File: src/hdl/portalPkg.sv
package portalPkg;

  localparam int ADDR_WIDTH = 12;
  localparam int DATA_WIDTH = 32;
  localparam int ID_WIDTH = 6;
  localparam int LEN_WIDTH = 4;   // beats = len + 1
  localparam int CHAN_WIDTH = 6;
  localparam int REG_IDX_WIDTH = 3;
  localparam int OFFSET_WIDTH = 3;
  localparam int RESP_WIDTH = 2;

  // queued burst command: {id, len, addr}
  localparam int CMD_WIDTH = ID_WIDTH + LEN_WIDTH + ADDR_WIDTH;
  // read response entry: {data, id, last}
  localparam int RDQ_WIDTH = DATA_WIDTH + ID_WIDTH + 1;
  // write data entry: {data, last}
  localparam int WDQ_WIDTH = DATA_WIDTH + 1;

  localparam logic [ADDR_WIDTH-1:0] BEAT_STEP = 4;

  localparam logic PAGE_CTRL = 1'b0;
  localparam logic PAGE_USER = 1'b1;

  localparam logic [REG_IDX_WIDTH-1:0] REG_INT_STATUS = 3'd0;
  localparam logic [REG_IDX_WIDTH-1:0] REG_INT_ENABLE = 3'd1;
  localparam logic [REG_IDX_WIDTH-1:0] REG_NUM_TILES = 3'd2;
  localparam logic [REG_IDX_WIDTH-1:0] REG_IND_COUNT = 3'd3;
  localparam logic [REG_IDX_WIDTH-1:0] REG_PORTAL_ID = 3'd4;
  localparam logic [REG_IDX_WIDTH-1:0] REG_NUM_PORTALS = 3'd5;

  localparam logic [DATA_WIDTH-1:0] NUM_TILES = 32'd1;
  localparam logic [DATA_WIDTH-1:0] PORTAL_ID = 32'd5;
  localparam logic [DATA_WIDTH-1:0] NUM_PORTALS = 32'd2;
  localparam logic [DATA_WIDTH-1:0] REG_DEFAULT = 32'h005A05A0;

  localparam logic [RESP_WIDTH-1:0] RESP_OKAY = 2'd0;

  // one beat address, seen as a control register or as a user channel word
  typedef union packed {
    struct packed {
      logic page;
      logic [CHAN_WIDTH-1:0] unused;
      logic [REG_IDX_WIDTH-1:0] regIdx;
      logic [1:0] byteSel;
    } ctrl;
    struct packed {
      logic page;
      logic [CHAN_WIDTH-1:0] channel;
      logic [OFFSET_WIDTH-1:0] offset;
      logic [1:0] byteSel;
    } user;
  } portalAddr_t;

endpackage
File: src/hdl/portalTop.sv
module portalTop (
  input  logic CLK,
  input  logic nRST,
  input  logic arValid,
  output logic arReady,
  input  logic [portalPkg::ADDR_WIDTH-1:0] arAddr,
  input  logic [portalPkg::LEN_WIDTH-1:0] arLen,
  input  logic [portalPkg::ID_WIDTH-1:0] arId,
  output logic rValid,
  input  logic rReady,
  output logic [portalPkg::DATA_WIDTH-1:0] rData,
  output logic [portalPkg::ID_WIDTH-1:0] rId,
  output logic rLast,
  input  logic awValid,
  output logic awReady,
  input  logic [portalPkg::ADDR_WIDTH-1:0] awAddr,
  input  logic [portalPkg::LEN_WIDTH-1:0] awLen,
  input  logic [portalPkg::ID_WIDTH-1:0] awId,
  input  logic wValid,
  output logic wReady,
  input  logic [portalPkg::DATA_WIDTH-1:0] wData,
  input  logic wLast,
  output logic bValid,
  input  logic bReady,
  output logic [portalPkg::ID_WIDTH-1:0] bId,
  output logic [portalPkg::RESP_WIDTH-1:0] bResp,
  output logic reqValid,
  input  logic reqReady,
  output logic [portalPkg::DATA_WIDTH-1:0] reqData,
  output logic [portalPkg::CHAN_WIDTH-1:0] reqChannel,
  input  logic indValid,
  output logic indReady,
  input  logic [portalPkg::DATA_WIDTH-1:0] indData,
  output logic irq
);

  logic rdBeatValid;
  logic rdBeatReady;
  logic [portalPkg::ADDR_WIDTH-1:0] rdBeatAddr;
  logic [portalPkg::DATA_WIDTH-1:0] rdBeatData;
  logic rdSpace;
  logic wrBeatValid;
  logic wrBeatReady;
  logic [portalPkg::ADDR_WIDTH-1:0] wrBeatAddr;
  logic [portalPkg::DATA_WIDTH-1:0] wrBeatData;

  portalRead i_portalRead (
    .CLK(CLK), .nRST(nRST),
    .arValid(arValid), .arReady(arReady), .arAddr(arAddr), .arLen(arLen), .arId(arId),
    .rValid(rValid), .rReady(rReady), .rData(rData), .rId(rId), .rLast(rLast),
    .rdBeatValid(rdBeatValid), .rdBeatReady(rdBeatReady), .rdBeatAddr(rdBeatAddr),
    .rdBeatData(rdBeatData), .rdSpace(rdSpace)
  );

  portalWrite i_portalWrite (
    .CLK(CLK), .nRST(nRST),
    .awValid(awValid), .awReady(awReady), .awAddr(awAddr), .awLen(awLen), .awId(awId),
    .wValid(wValid), .wReady(wReady), .wData(wData), .wLast(wLast),
    .bValid(bValid), .bReady(bReady), .bId(bId), .bResp(bResp),
    .wrBeatValid(wrBeatValid), .wrBeatReady(wrBeatReady), .wrBeatAddr(wrBeatAddr),
    .wrBeatData(wrBeatData)
  );

  portalRegs i_portalRegs (
    .CLK(CLK), .nRST(nRST),
    .rdBeatValid(rdBeatValid), .rdBeatReady(rdBeatReady), .rdBeatAddr(rdBeatAddr),
    .rdBeatData(rdBeatData), .rdSpace(rdSpace),
    .wrBeatValid(wrBeatValid), .wrBeatReady(wrBeatReady), .wrBeatAddr(wrBeatAddr),
    .wrBeatData(wrBeatData),
    .reqValid(reqValid), .reqReady(reqReady), .reqData(reqData), .reqChannel(reqChannel),
    .indValid(indValid), .indReady(indReady), .indData(indData),
    .irq(irq)
  );

endmodule

File: src/hdl/portalRegs.sv
module portalRegs (
  input  logic CLK,
  input  logic nRST,
  input  logic rdBeatValid,
  output logic rdBeatReady,
  input  logic [portalPkg::ADDR_WIDTH-1:0] rdBeatAddr,
  output logic [portalPkg::DATA_WIDTH-1:0] rdBeatData,
  input  logic rdSpace,
  input  logic wrBeatValid,
  output logic wrBeatReady,
  input  logic [portalPkg::ADDR_WIDTH-1:0] wrBeatAddr,
  input  logic [portalPkg::DATA_WIDTH-1:0] wrBeatData,
  output logic reqValid,
  input  logic reqReady,
  output logic [portalPkg::DATA_WIDTH-1:0] reqData,
  output logic [portalPkg::CHAN_WIDTH-1:0] reqChannel,
  input  logic indValid,
  output logic indReady,
  input  logic [portalPkg::DATA_WIDTH-1:0] indData,
  output logic irq
);

  portalPkg::portalAddr_t rdAddr;
  portalPkg::portalAddr_t wrAddr;
  logic rdFire;
  logic wrFire;
  logic rdUser;
  logic wrUser;
  logic intEnable;
  logic [portalPkg::DATA_WIDTH-1:0] indCount;
  logic [portalPkg::DATA_WIDTH-1:0] ctrlValue;

  assign rdAddr = rdBeatAddr;
  assign wrAddr = wrBeatAddr;
  assign rdUser = rdAddr.user.page == portalPkg::PAGE_USER;
  assign wrUser = wrAddr.user.page == portalPkg::PAGE_USER;

  assign rdBeatReady = rdSpace;
  assign rdFire = rdBeatValid && rdBeatReady;
  assign indReady = rdFire && rdUser;   // pop in the cycle of the beat

  always_comb begin
    case (rdAddr.ctrl.regIdx)
      portalPkg::REG_INT_STATUS: ctrlValue = {{(portalPkg::DATA_WIDTH-1){1'b0}}, indValid};
      portalPkg::REG_INT_ENABLE: ctrlValue = {{(portalPkg::DATA_WIDTH-1){1'b0}}, intEnable};
      portalPkg::REG_NUM_TILES: ctrlValue = portalPkg::NUM_TILES;
      portalPkg::REG_IND_COUNT: ctrlValue = indCount;
      portalPkg::REG_PORTAL_ID: ctrlValue = portalPkg::PORTAL_ID;
      portalPkg::REG_NUM_PORTALS: ctrlValue = portalPkg::NUM_PORTALS;
      default: ctrlValue = portalPkg::REG_DEFAULT;
    endcase
  end

  // empty indication queue reads as zero
  assign rdBeatData = !rdUser ? ctrlValue : (indValid ? indData : '0);

  // user beats need the request register free, or leaving this cycle
  assign wrBeatReady = !wrUser || !reqValid || reqReady;
  assign wrFire = wrBeatValid && wrBeatReady;

  always_ff @(posedge CLK) begin
    if (!nRST) begin
      intEnable <= 1'b0;
      indCount <= '0;
      reqValid <= 1'b0;
    end else begin
      if (wrFire && !wrUser && wrAddr.ctrl.regIdx == portalPkg::REG_INT_ENABLE) begin
        intEnable <= wrBeatData[0];
      end
      if (indValid && indReady) indCount <= indCount + 1'b1;
      if (wrFire && wrUser) reqValid <= 1'b1;
      else if (reqReady) reqValid <= 1'b0;
    end
  end

  always_ff @(posedge CLK) begin
    if (wrFire && wrUser) begin
      reqData <= wrBeatData;
      reqChannel <= wrAddr.user.channel;
    end
  end

  assign irq = indValid && intEnable;

  assert property (@(posedge CLK) disable iff (!nRST)
    reqValid && !reqReady |=> $stable(reqData) && $stable(reqChannel));

endmodule

File: src/hdl/portalWrite.sv
module portalWrite (
  input  logic CLK,
  input  logic nRST,
  input  logic awValid,
  output logic awReady,
  input  logic [portalPkg::ADDR_WIDTH-1:0] awAddr,
  input  logic [portalPkg::LEN_WIDTH-1:0] awLen,
  input  logic [portalPkg::ID_WIDTH-1:0] awId,
  input  logic wValid,
  output logic wReady,
  input  logic [portalPkg::DATA_WIDTH-1:0] wData,
  input  logic wLast,
  output logic bValid,
  input  logic bReady,
  output logic [portalPkg::ID_WIDTH-1:0] bId,
  output logic [portalPkg::RESP_WIDTH-1:0] bResp,
  output logic wrBeatValid,
  input  logic wrBeatReady,
  output logic [portalPkg::ADDR_WIDTH-1:0] wrBeatAddr,
  output logic [portalPkg::DATA_WIDTH-1:0] wrBeatData
);

  logic cmdValid;
  logic cmdReady;
  logic [portalPkg::CMD_WIDTH-1:0] cmdData;
  logic [portalPkg::ADDR_WIDTH-1:0] headAddr;
  logic [portalPkg::LEN_WIDTH-1:0] headLen;
  logic [portalPkg::ID_WIDTH-1:0] headId;

  logic datValid;
  logic datReady;
  logic [portalPkg::WDQ_WIDTH-1:0] datEntry;
  logic datLast;

  logic respSpace;
  logic [portalPkg::LEN_WIDTH-1:0] beatCnt;
  logic [portalPkg::ADDR_WIDTH-1:0] nextAddr;
  logic lastBeat;
  logic beatFire;

  wordFifo #(.WIDTH(portalPkg::CMD_WIDTH)) i_cmdFifo (
    .CLK(CLK),
    .nRST(nRST),
    .inValid(awValid),
    .inReady(awReady),
    .inData({awId, awLen, awAddr}),
    .outValid(cmdValid),
    .outReady(cmdReady),
    .outData(cmdData)
  );

  wordFifo #(.WIDTH(portalPkg::WDQ_WIDTH)) i_dataFifo (
    .CLK(CLK),
    .nRST(nRST),
    .inValid(wValid),
    .inReady(wReady),
    .inData({wData, wLast}),
    .outValid(datValid),
    .outReady(datReady),
    .outData(datEntry)
  );

  assign {headId, headLen, headAddr} = cmdData;
  assign {wrBeatData, datLast} = datEntry;

  assign wrBeatAddr = (beatCnt == '0) ? headAddr : nextAddr;
  assign lastBeat = beatCnt == headLen;
  // final beat waits for room in the response queue
  assign wrBeatValid = cmdValid && datValid && (!lastBeat || respSpace);
  assign beatFire = wrBeatValid && wrBeatReady;
  assign datReady = beatFire;
  assign cmdReady = beatFire && lastBeat;

  always_ff @(posedge CLK) begin
    if (!nRST) begin
      beatCnt <= '0;
    end else if (beatFire) begin
      beatCnt <= lastBeat ? '0 : beatCnt + 1'b1;
    end
  end

  always_ff @(posedge CLK) begin
    if (beatFire) nextAddr <= wrBeatAddr + portalPkg::BEAT_STEP;
  end

  wordFifo #(.WIDTH(portalPkg::ID_WIDTH)) i_respFifo (
    .CLK(CLK),
    .nRST(nRST),
    .inValid(beatFire && lastBeat),
    .inReady(respSpace),
    .inData(headId),
    .outValid(bValid),
    .outReady(bReady),
    .outData(bId)
  );

  assign bResp = portalPkg::RESP_OKAY;   // no error responses

  // wLast from the master has to agree with awLen of the matching burst
  assert property (@(posedge CLK) disable iff (!nRST)
    beatFire |-> (datLast == lastBeat));

endmodule

File: src/hdl/portalRead.sv
module portalRead (
  input  logic CLK,
  input  logic nRST,
  input  logic arValid,
  output logic arReady,
  input  logic [portalPkg::ADDR_WIDTH-1:0] arAddr,
  input  logic [portalPkg::LEN_WIDTH-1:0] arLen,
  input  logic [portalPkg::ID_WIDTH-1:0] arId,
  output logic rValid,
  input  logic rReady,
  output logic [portalPkg::DATA_WIDTH-1:0] rData,
  output logic [portalPkg::ID_WIDTH-1:0] rId,
  output logic rLast,
  output logic rdBeatValid,
  input  logic rdBeatReady,
  output logic [portalPkg::ADDR_WIDTH-1:0] rdBeatAddr,
  input  logic [portalPkg::DATA_WIDTH-1:0] rdBeatData,
  output logic rdSpace
);

  logic cmdValid;
  logic cmdReady;
  logic [portalPkg::CMD_WIDTH-1:0] cmdData;
  logic [portalPkg::ADDR_WIDTH-1:0] headAddr;
  logic [portalPkg::LEN_WIDTH-1:0] headLen;
  logic [portalPkg::ID_WIDTH-1:0] headId;

  logic [portalPkg::LEN_WIDTH-1:0] beatCnt;   // beats already sent for head burst
  logic [portalPkg::ADDR_WIDTH-1:0] nextAddr;
  logic lastBeat;
  logic beatFire;

  wordFifo #(.WIDTH(portalPkg::CMD_WIDTH)) i_cmdFifo (
    .CLK(CLK),
    .nRST(nRST),
    .inValid(arValid),
    .inReady(arReady),
    .inData({arId, arLen, arAddr}),
    .outValid(cmdValid),
    .outReady(cmdReady),
    .outData(cmdData)
  );

  assign {headId, headLen, headAddr} = cmdData;

  assign rdBeatAddr = (beatCnt == '0) ? headAddr : nextAddr;
  assign lastBeat = beatCnt == headLen;
  assign rdBeatValid = cmdValid;
  assign beatFire = rdBeatValid && rdBeatReady;
  assign cmdReady = beatFire && lastBeat;   // drop burst after its final beat

  always_ff @(posedge CLK) begin
    if (!nRST) begin
      beatCnt <= '0;
    end else if (beatFire) begin
      beatCnt <= lastBeat ? '0 : beatCnt + 1'b1;
    end
  end

  always_ff @(posedge CLK) begin
    if (beatFire) nextAddr <= rdBeatAddr + portalPkg::BEAT_STEP;
  end

  wordFifo #(.WIDTH(portalPkg::RDQ_WIDTH)) i_respFifo (
    .CLK(CLK),
    .nRST(nRST),
    .inValid(beatFire),
    .inReady(rdSpace),
    .inData({rdBeatData, headId, lastBeat}),
    .outValid(rValid),
    .outReady(rReady),
    .outData({rData, rId, rLast})
  );

  // last flag only changes together with a newly queued response
  assert property (@(posedge CLK) disable iff (!nRST)
    $rose(rLast) |-> rValid);

endmodule

File: src/hdl/wordFifo.sv
module wordFifo #(
  parameter int WIDTH = 32
) (
  input  logic CLK,
  input  logic nRST,
  input  logic inValid,
  output logic inReady,
  input  logic [WIDTH-1:0] inData,
  output logic outValid,
  input  logic outReady,
  output logic [WIDTH-1:0] outData
);

  logic [WIDTH-1:0] head;   // entry 0 always feeds the output
  logic [WIDTH-1:0] tail;
  logic [1:0] count;
  logic push;
  logic pop;

  assign inReady = count != 2'd2;
  assign outValid = count != 2'd0;
  assign outData = head;
  assign push = inValid && inReady;
  assign pop = outValid && outReady;

  always_ff @(posedge CLK) begin
    if (!nRST) begin
      count <= 2'd0;
    end else begin
      count <= count + {1'b0, push} - {1'b0, pop};
    end
  end

  always_ff @(posedge CLK) begin
    case (count)
      2'd0: if (push) head <= inData;
      2'd1: begin
        if (push && pop) head <= inData;   // pass-through at full rate
        else if (push) tail <= inData;
      end
      default: if (pop) head <= tail;
    endcase
  end

  // producer must hold its word until taken
  assert property (@(posedge CLK) disable iff (!nRST)
    inValid && !inReady |=> $stable(inData));

endmodule

File: config.mk
export PLATFORM = sky130hd
export DESIGN_NAME = portalTop
export DESIGN_NICKNAME = d
export VERILOG_FILES = /design/src/hdl/portalPkg.sv /design/src/hdl/portalTop.sv /design/src/hdl/portalRegs.sv /design/src/hdl/portalWrite.sv /design/src/hdl/portalRead.sv /design/src/hdl/wordFifo.sv
export SDC_FILE = /design/constraint.sdc
export NUM_CORES = 1
export LEC_CHECK = 0
export ABC_CLOCK_PERIOD_IN_PS = 5900
export BUFFER_PORTS_ARGS = -buffer_cell sky130_fd_sc_hd__buf_2
export CAP_MARGIN = 20
export CORE_ASPECT_RATIO = 0.7
export CORE_MARGIN = 1.5
export CORE_UTILIZATION = 57
export DETAILED_ROUTE_END_ITERATION = 8
export PLACE_DENSITY = 0.8
export SLEW_MARGIN = 20
export SYNTH_ARGS = -nofsm -noshare
export SYNTH_HDL_FRONTEND = slang
export SYNTH_SLANG_ARGS = --single-unit
File: constraint.sdc
create_clock -name CLK -period 5.9 [get_ports CLK]
set_clock_uncertainty 0.05 [all_clocks]
set_input_delay 0.59 -clock CLK [delete_from_list [all_inputs] [get_ports CLK]]
set_output_delay 0.59 -clock CLK [all_outputs]
set_load 0.01 [all_outputs]
==> impl_results.md, run 1 <==
- Post-synth cell types: 56
- Crit start category: flop
- Async S/R FF share, synth: 0
- Synth top area cells: edfxtp_1, mux2_2, dfxtp_1, ha_1, xor2_1
- Max_slew headroom: 0.309
- DRC viols: 0
- Unrepaired setup endpoints after global routing: false
- PortBufs: 203
- CP Capture Type: flop
- Post-cts sizing count: 0
- FP Rows: 48
- # fillers: 1679
- Reg power frac: 0.491
- #FFs+latches synth: 344
- I/O pins: 211
- Largest family of logic cells by synthesized area: multiplexers
- Width of the die: 193 µm
- Via density: 5.75
- Grt total ovfl: 0
- Nets: 1314
- Max Slew Vio Count: 0
- Worst min path class: in2reg
- Final Cell Area: 16800 µm²
- Post-synthesis compound-gate area fraction: 0.0588
- Comb power frac: 0.254
- Tot Pwr: 7730 µW
- Worst EP arrival: 3.93 ns
- CP max FO: 12
- Critical path class: reg2reg
- Ys flop type: edfxtp_1
- CTS Sinks: 344
- Switch Pwr: 2290 µW
- Starting Density: 0.584
- PD cells: 459 nW/µm²
- Clock latency on the worst-skew pair: 0.55 ns
- Pin count of the biggest net entering global routing: 46
- Tmin final: 3.81 ns
- Post-CTS setup buffers: 0
- Final estimated routing congestion in global placement: 0.800
- Non-Filler Instances: 1517
- Die Height: 136 µm
- Routed WL per cell: 19.2 µm
- Post-synthesis mux area share: 0.109
- Setup tns final: 0 ns
- Switching Share: 0.296
- Synth Area in Simple Gates: 0.0769
- Tcrit/Tclk final: 0.646
- Post-layout util: 0.681
- Mapped cell area: 14400 µm²
- Bufs on Longest Clock Path: 3
- Cts hold-fix bufs: 0
- Vias in the first global route: 8562
- Final setup fails: 0
- Clk pwr share: 0.255
- Commonest non-fill, non-tap cells in the layout: edfxtp_1, buf_2, mux2_2, dfxtp_1, nand2_1
- Synthesized area per cell: 14.9 µm²
- VDD IR-drop max: 0.000309 V
- Commonest non-fill, non-tap cell in the layout: edfxtp_1
- H-tree levels: 1
- CTS root buffer: clkbuf_16
- Sequential-to-total area share from yosys stat: 0.679
- Adder-Cell Fraction of Synth Area: 0.0243
- Global-route wire length before repair: 45500 µm
- Max Cap Viol: 0
- Hpwl dp: 19200 µm
- CORE AREA: 24700 µm²
- GRT Util Overall: 0.217
- Post-DRT Antenna Nets: 0
- F_max: 0.263 GHz
- Post-synth EDFFs: 292
- DR vias: 8725
- Yosys top cell area share: 0.607
- Drt first pass iters: 4
- Status: finished, final reports clean
- CTS tree: yes
- Ys Warns: 0
- Clock transition at path regs: 0.07 ns
- Num CTS Buffers: 31
- Synth Instances: 967
- WP data required: 6.02 ns
- Final hold vios: 0
- Layout area overhead: 16.7%
- Tightest Pin Transition: 1.04 ns
- Die footprint: 26300 µm²
- Pleak: 0.00619 µW
- DRT iter0 DRCs: 587
- Diode count: 0
- Largest area contributor in the netlist: edfxtp_1
- Share of layout cells above drive strength 1: 0.343
- Int Pwr: 5440 µW
- Initial antenna violation count: 0
- Post-Synth XOR/XNOR Area: 0.0285
- Final wirelength: 29200 µm
- Area of placed instances: 15800 µm²
- Placed cells: 1459
path summary, 6_finish.rpt:
check / slack (ns) / start / endpoint / cells past startpoint
worst max-delay path: 2.09 / i_portalWrite.beatCnt[0] / i_portalWrite.i_respFifo.outData[1] / 10
worst min register to register: 0.37 / i_portalWrite.i_dataFifo.outData[2] / i_portalRegs.reqData[1] / 0
worst max register to register: 2.09 / i_portalWrite.beatCnt[0] / i_portalWrite.i_respFifo.outData[1] / 10
worst min-delay path: 0.18 / wData[26] / i_portalWrite.i_dataFifo.tail[27] / 1
cell type report:
type                            instances  area, µm²  area share
Sequential cell                       344       9810       0.582
Inverter                               35        131     0.00780
Tap cell                              325        407      0.0241
Clock buffer                           38        812      0.0482
Clock inverter                         19        181      0.0108
Timing Repair Buffer                  215       1160      0.0688
Multi-Input combinational cell        541       4350       0.258
kinds of logic after synthesis:
kind of cell,Yosys count
fa+ha+maj,28
buf+inv,83
flops,344
mux,141
other cells,1
simple gates,200
xor+xnor,47
compound gates,123
registers in the layout, summed over array words and instances, names as in the netlist, 4 cells and up:
signal	cells
i_portalWrite.i_cmdFifo.tail	20
i_portalRegs.reqData	32
i_portalRead.i_cmdFifo.outData	20
i_portalRegs.indCount	32
i_portalWrite.beatCnt	4
i_portalRead.beatCnt	4
i_portalRead.i_respFifo.outData	39
i_portalWrite.i_dataFifo.outData	32
i_portalWrite.i_cmdFifo.outData	20
i_portalWrite.nextAddr	10
i_portalRegs.reqChannel	6
i_portalWrite.i_dataFifo.tail	32
i_portalWrite.i_respFifo.tail	6
i_portalRead.i_respFifo.tail	39
i_portalRead.nextAddr	10
i_portalWrite.i_respFifo.outData	6
i_portalRead.i_cmdFifo.tail	20
cells in the mapped netlist, types with 4 or more instances:
library cell,count
xnor2_1,21
nand3_1,29
mux2i_1,16
a22o_1,21
edfxtp_1,292
nand2b_1,6
or4_1,12
nor4_1,5
nor3_1,8
and3b_1,5
a21oi_1,34
clkbuf_1,38
dfxtp_1,52
or3_1,11
a221o_1,8
and2_1,12
o211ai_1,4
inv_1,33
ha_1,28
nand4_1,15
nand2_1,41
buf_1,5
or2_2,4
o31ai_1,13
nor2_1,27
nor2b_1,10
mux2_2,125
xor2_1,26
o21ai_0,20
worst max-delay path: stages, from the launching register on:
cell     delay (ns)
dfxtp_1        0.36
inv_1          0.09
ha_1           0.15
or3b_2         0.61
mux2_2         0.35
a21oi_1        0.48
nand2_1        0.21
inv_1          0.12
ha_1           0.15
a22oi_1        0.07
o21ai_0        0.79
metrics by stage:
stage                     setup WS (ns)  hold WS, ns
final                              2.09        0.177
after detailed placement           2.08        0.355
after CTS                          2.07        0.143
after floorplan                   0.951        0.350
after global routing               1.83        0.152
after global placement             2.21        0.350
power groups by stage:
stage	registers [µW]	clock network, µW	logic (µW)
after floorplan	3820	0	1300
after detailed placement	3850	0	1930
final	3790	1970	1960
after global placement	3820	0	1870
after CTS	3800	2010	1940
after global routing	3850	2090	2140
per-layer routing:
layer	track usage	share of wire	vias to the layer above
met3	0.0422	0.062	40
met1	0.307	0.46	4316
met5	0	0	-
li1	-	-	4087
met2	0.350	0.46	282
met4	0.0534	0.017	0
Power figures use the tool's default switching activity.
==> run 2, diff against run 1 <==
- ABC_CLOCK_PERIOD_IN_PS: 5900 -> 3390
- CORE_UTILIZATION: 57 -> 52
- PLACE_DENSITY: 0.8 -> 0.77
- clock period: 5.9 -> 3.39 ns (I/O delays scaled with it)
==> run 2 against run 1 <==
First-iteration DRC count shrank 14%; sequential power grew 72%; combinational power grew 87%; count of clock-buffer cells in the layout grew 9.
==> impl_results.md, run 2 (same netlist as run 1, synthesis figures left out) <==
- Bufs on Longest Clock Path: 3 (unchanged)
- H-tree levels: 2 (was 1)
- Routed WL per cell: 18.4 µm (was 19.2 µm)
- CTS root buffer: clkbuf_16 (unchanged)
- Post-cts sizing count: 0 (unchanged)
- Critical path class: reg2reg (unchanged)
- Global-route wire length before repair: 47700 µm (was 45500 µm)
- DR vias: 9023 (was 8725)
- Layout area overhead: 23.5% (was 16.7%)
- Clk pwr share: 0.267 (was 0.255)
- Area of the multi-input gates: 4340 µm² (was 4350 µm²)
- Top Metal Used: met4 (unchanged)
- Post-DRT Antenna Nets: 0 (unchanged)
- Comb power frac: 0.264 (was 0.254)
- Starting Density: 0.534 (was 0.584)
- Clock transition at path regs: 0.06 ns (was 0.07 ns)
- Seq. cell area: 9810 µm² (unchanged)
- Clock latency on the worst-skew pair: 0.51 ns (was 0.55 ns)
- Max Slew Vio Count: 0 (unchanged)
- DRT iter0 DRCs: 504 (was 587)
- Max_slew headroom: 0.345 (was 0.309)
- Met3 WL: 1410 µm (was 1800 µm)
- Share of layout cells above drive strength 1: 0.331 (was 0.343)
- Final setup fails: 0 (unchanged)
- Metal2 WL: 14100 µm (was 13500 µm)
- Tcrit/Tclk final: 0.924 (was 0.646)
- Max Cap Viol: 0 (unchanged)
- Die Height: 142 µm (was 136 µm)
- CTS Sinks: 344 (unchanged)
- Via density: 5.46 (was 5.75)
- Area of placed instances: 16000 µm² (was 15800 µm²)
- Commonest non-fill, non-tap cell in the layout: edfxtp_1 (unchanged)
- Num CTS Buffers: 34 (was 31)
- Worst EP arrival: 3.29 ns (was 3.93 ns)
- WP data required: 3.55 ns (was 6.02 ns)
- CP Capture Type: flop (unchanged)
- Reg power frac: 0.469 (was 0.491)
- Final hold slack: 0.0704 ns (was 0.177 ns)
- Unrepaired setup endpoints after global routing: false (unchanged)
- Metal1 wirelength: 14300 µm (was 13300 µm)
- Nets: 1408 (was 1314)
- PD cells: 777 nW/µm² (was 459 nW/µm²)
- Grt total ovfl: 0 (unchanged)
- Width of the die: 202 µm (was 193 µm)
- Worst min path class: in2reg (unchanged)
- Pleak: 0.00662 µW (was 0.00619 µW)
- CORE AREA: 27000 µm² (was 24700 µm²)
- Die footprint: 28800 µm² (was 26300 µm²)
- Initial antenna violation count: 1 (was 0)
- VDD IR-drop max: 0.000556 V (was 0.000309 V)
- Final Cell Area: 17800 µm² (was 16800 µm²)
- Final hold vios: 0 (unchanged)
- Pre-CTS setup slack: 0.266 ns (was 2.08 ns)
- DRC viols: 0 (unchanged)
- Final wirelength: 30400 µm (was 29200 µm)
- Switch Pwr: 4040 µW (was 2290 µW)
- Vias in the first global route: 9024 (was 8562)
- Commonest non-fill, non-tap cells in the layout: edfxtp_1, buf_2, mux2_2, dlygate4sd3_1, dfxtp_1 (was edfxtp_1, buf_2, mux2_2, dfxtp_1, nand2_1)
- Final estimated routing congestion in global placement: 0.797 (was 0.800)
- Worst setup margin: 0.257 ns (was 2.09 ns)
- Int Pwr: 9820 µW (was 5440 µW)
- Switching Share: 0.291 (was 0.296)
- # fillers: 1906 (was 1679)
- Crit start category: flop (unchanged)
- PortBufs: 203 (unchanged)
- Drt first pass iters: 4 (unchanged)
- I/O pins: 211 (unchanged)
- FP Rows: 50 (was 48)
- Hpwl dp: 19700 µm (was 19200 µm)
- Pin count of the biggest net entering global routing: 46 (unchanged)
- Tightest Pin Transition: 0.983 ns (was 1.04 ns)
- Tmin final: 3.13 ns (was 3.81 ns)
- GRT Util Overall: 0.211 (was 0.217)
- F_max: 0.319 GHz (was 0.263 GHz)
- CTS tree: yes (unchanged)
- Status: finished, final reports clean (unchanged)
- Setup tns final: 0 ns (unchanged)
- CP max FO: 18 (was 12)
- Post-layout util: 0.660 (was 0.681)
run 2: cell count changes in the layout (fill, tap and decap cells not counted), sizes merged, moves of 2 or more:
| cell | previous run | this run |
|---|---|---|
| clkbuf | 38 | 47 |
| clkinvlp | 2 | 0 |
| clkinv | 16 | 12 |
| buf | 215 | 234 |
| dlygate4sd3 | 0 | 72 |
run 2: final timing paths:
path                                                      startpoint                                   to  slack (ns)  cells after the start
worst max-delay path                        i_portalWrite.beatCnt[0]  i_portalWrite.i_cmdFifo.outData[16]        0.26                     11
worst min-delay path                                      indData[0]      i_portalRead.i_respFifo.tail[7]        0.07                      3
worst max register to register              i_portalWrite.beatCnt[0]  i_portalWrite.i_cmdFifo.outData[16]        0.26                     11
worst min register to register  i_portalWrite.i_dataFifo.outData[28]             i_portalRegs.reqData[27]        0.36                      0
run 2: per-stage QoR:
| step | instances | power [µW] |
|---|---|---|
| after floorplan | 968 | 8890 |
| after global placement | 1518 | 10000 |
| after detailed placement | 1518 | 10200 |
| final | 1652 | 13900 |
| after global routing | 1652 | 14500 |
| after CTS | 1651 | 14000 |
run 2: per-layer routing:
layer	global-route usage	up-vias
met4	0.0593	0
met2	0.337	231
met3	0.0375	47
met5	0	-
li1	-	4275
met1	0.300	4470
run 2: critical path: stages, from the launching register on:
cell	delay (ns)
dfxtp_1	0.36
inv_1	0.11
ha_1	0.16
or3b_2	0.62
mux2_2	0.36
a21oi_1	0.23
nand2_1	0.14
inv_1	0.13
ha_1	0.17
mux2i_1	0.08
o21ai_2	0.24
buf_12	0.20
run 2: power groups by stage:
stage                     Clock [µW]  Sequential (µW)  Combinational (µW)
after global routing            3950             6590                3990
after detailed placement           0             6590                3580
after global placement             0             6530                3490
after CTS                       3780             6510                3680
final                           3700             6500                3660
after floorplan                    0             6610                2280
run 2: cell type report:
cell class                 count  area share
clock inverter                14     0.00800
clock buffer                  47      0.0522
timing repair buffer         306       0.113
multi-input combinational    541       0.243
sequential                   344       0.550
tap                          364      0.0255
antenna                        1    0.000140
inverter                      35     0.00737
run 2: timing repair:
item,in CTS,in global routing
hold buffers,72,0
buffers inserted,0,0
endpoints found under the hold margin,72,0
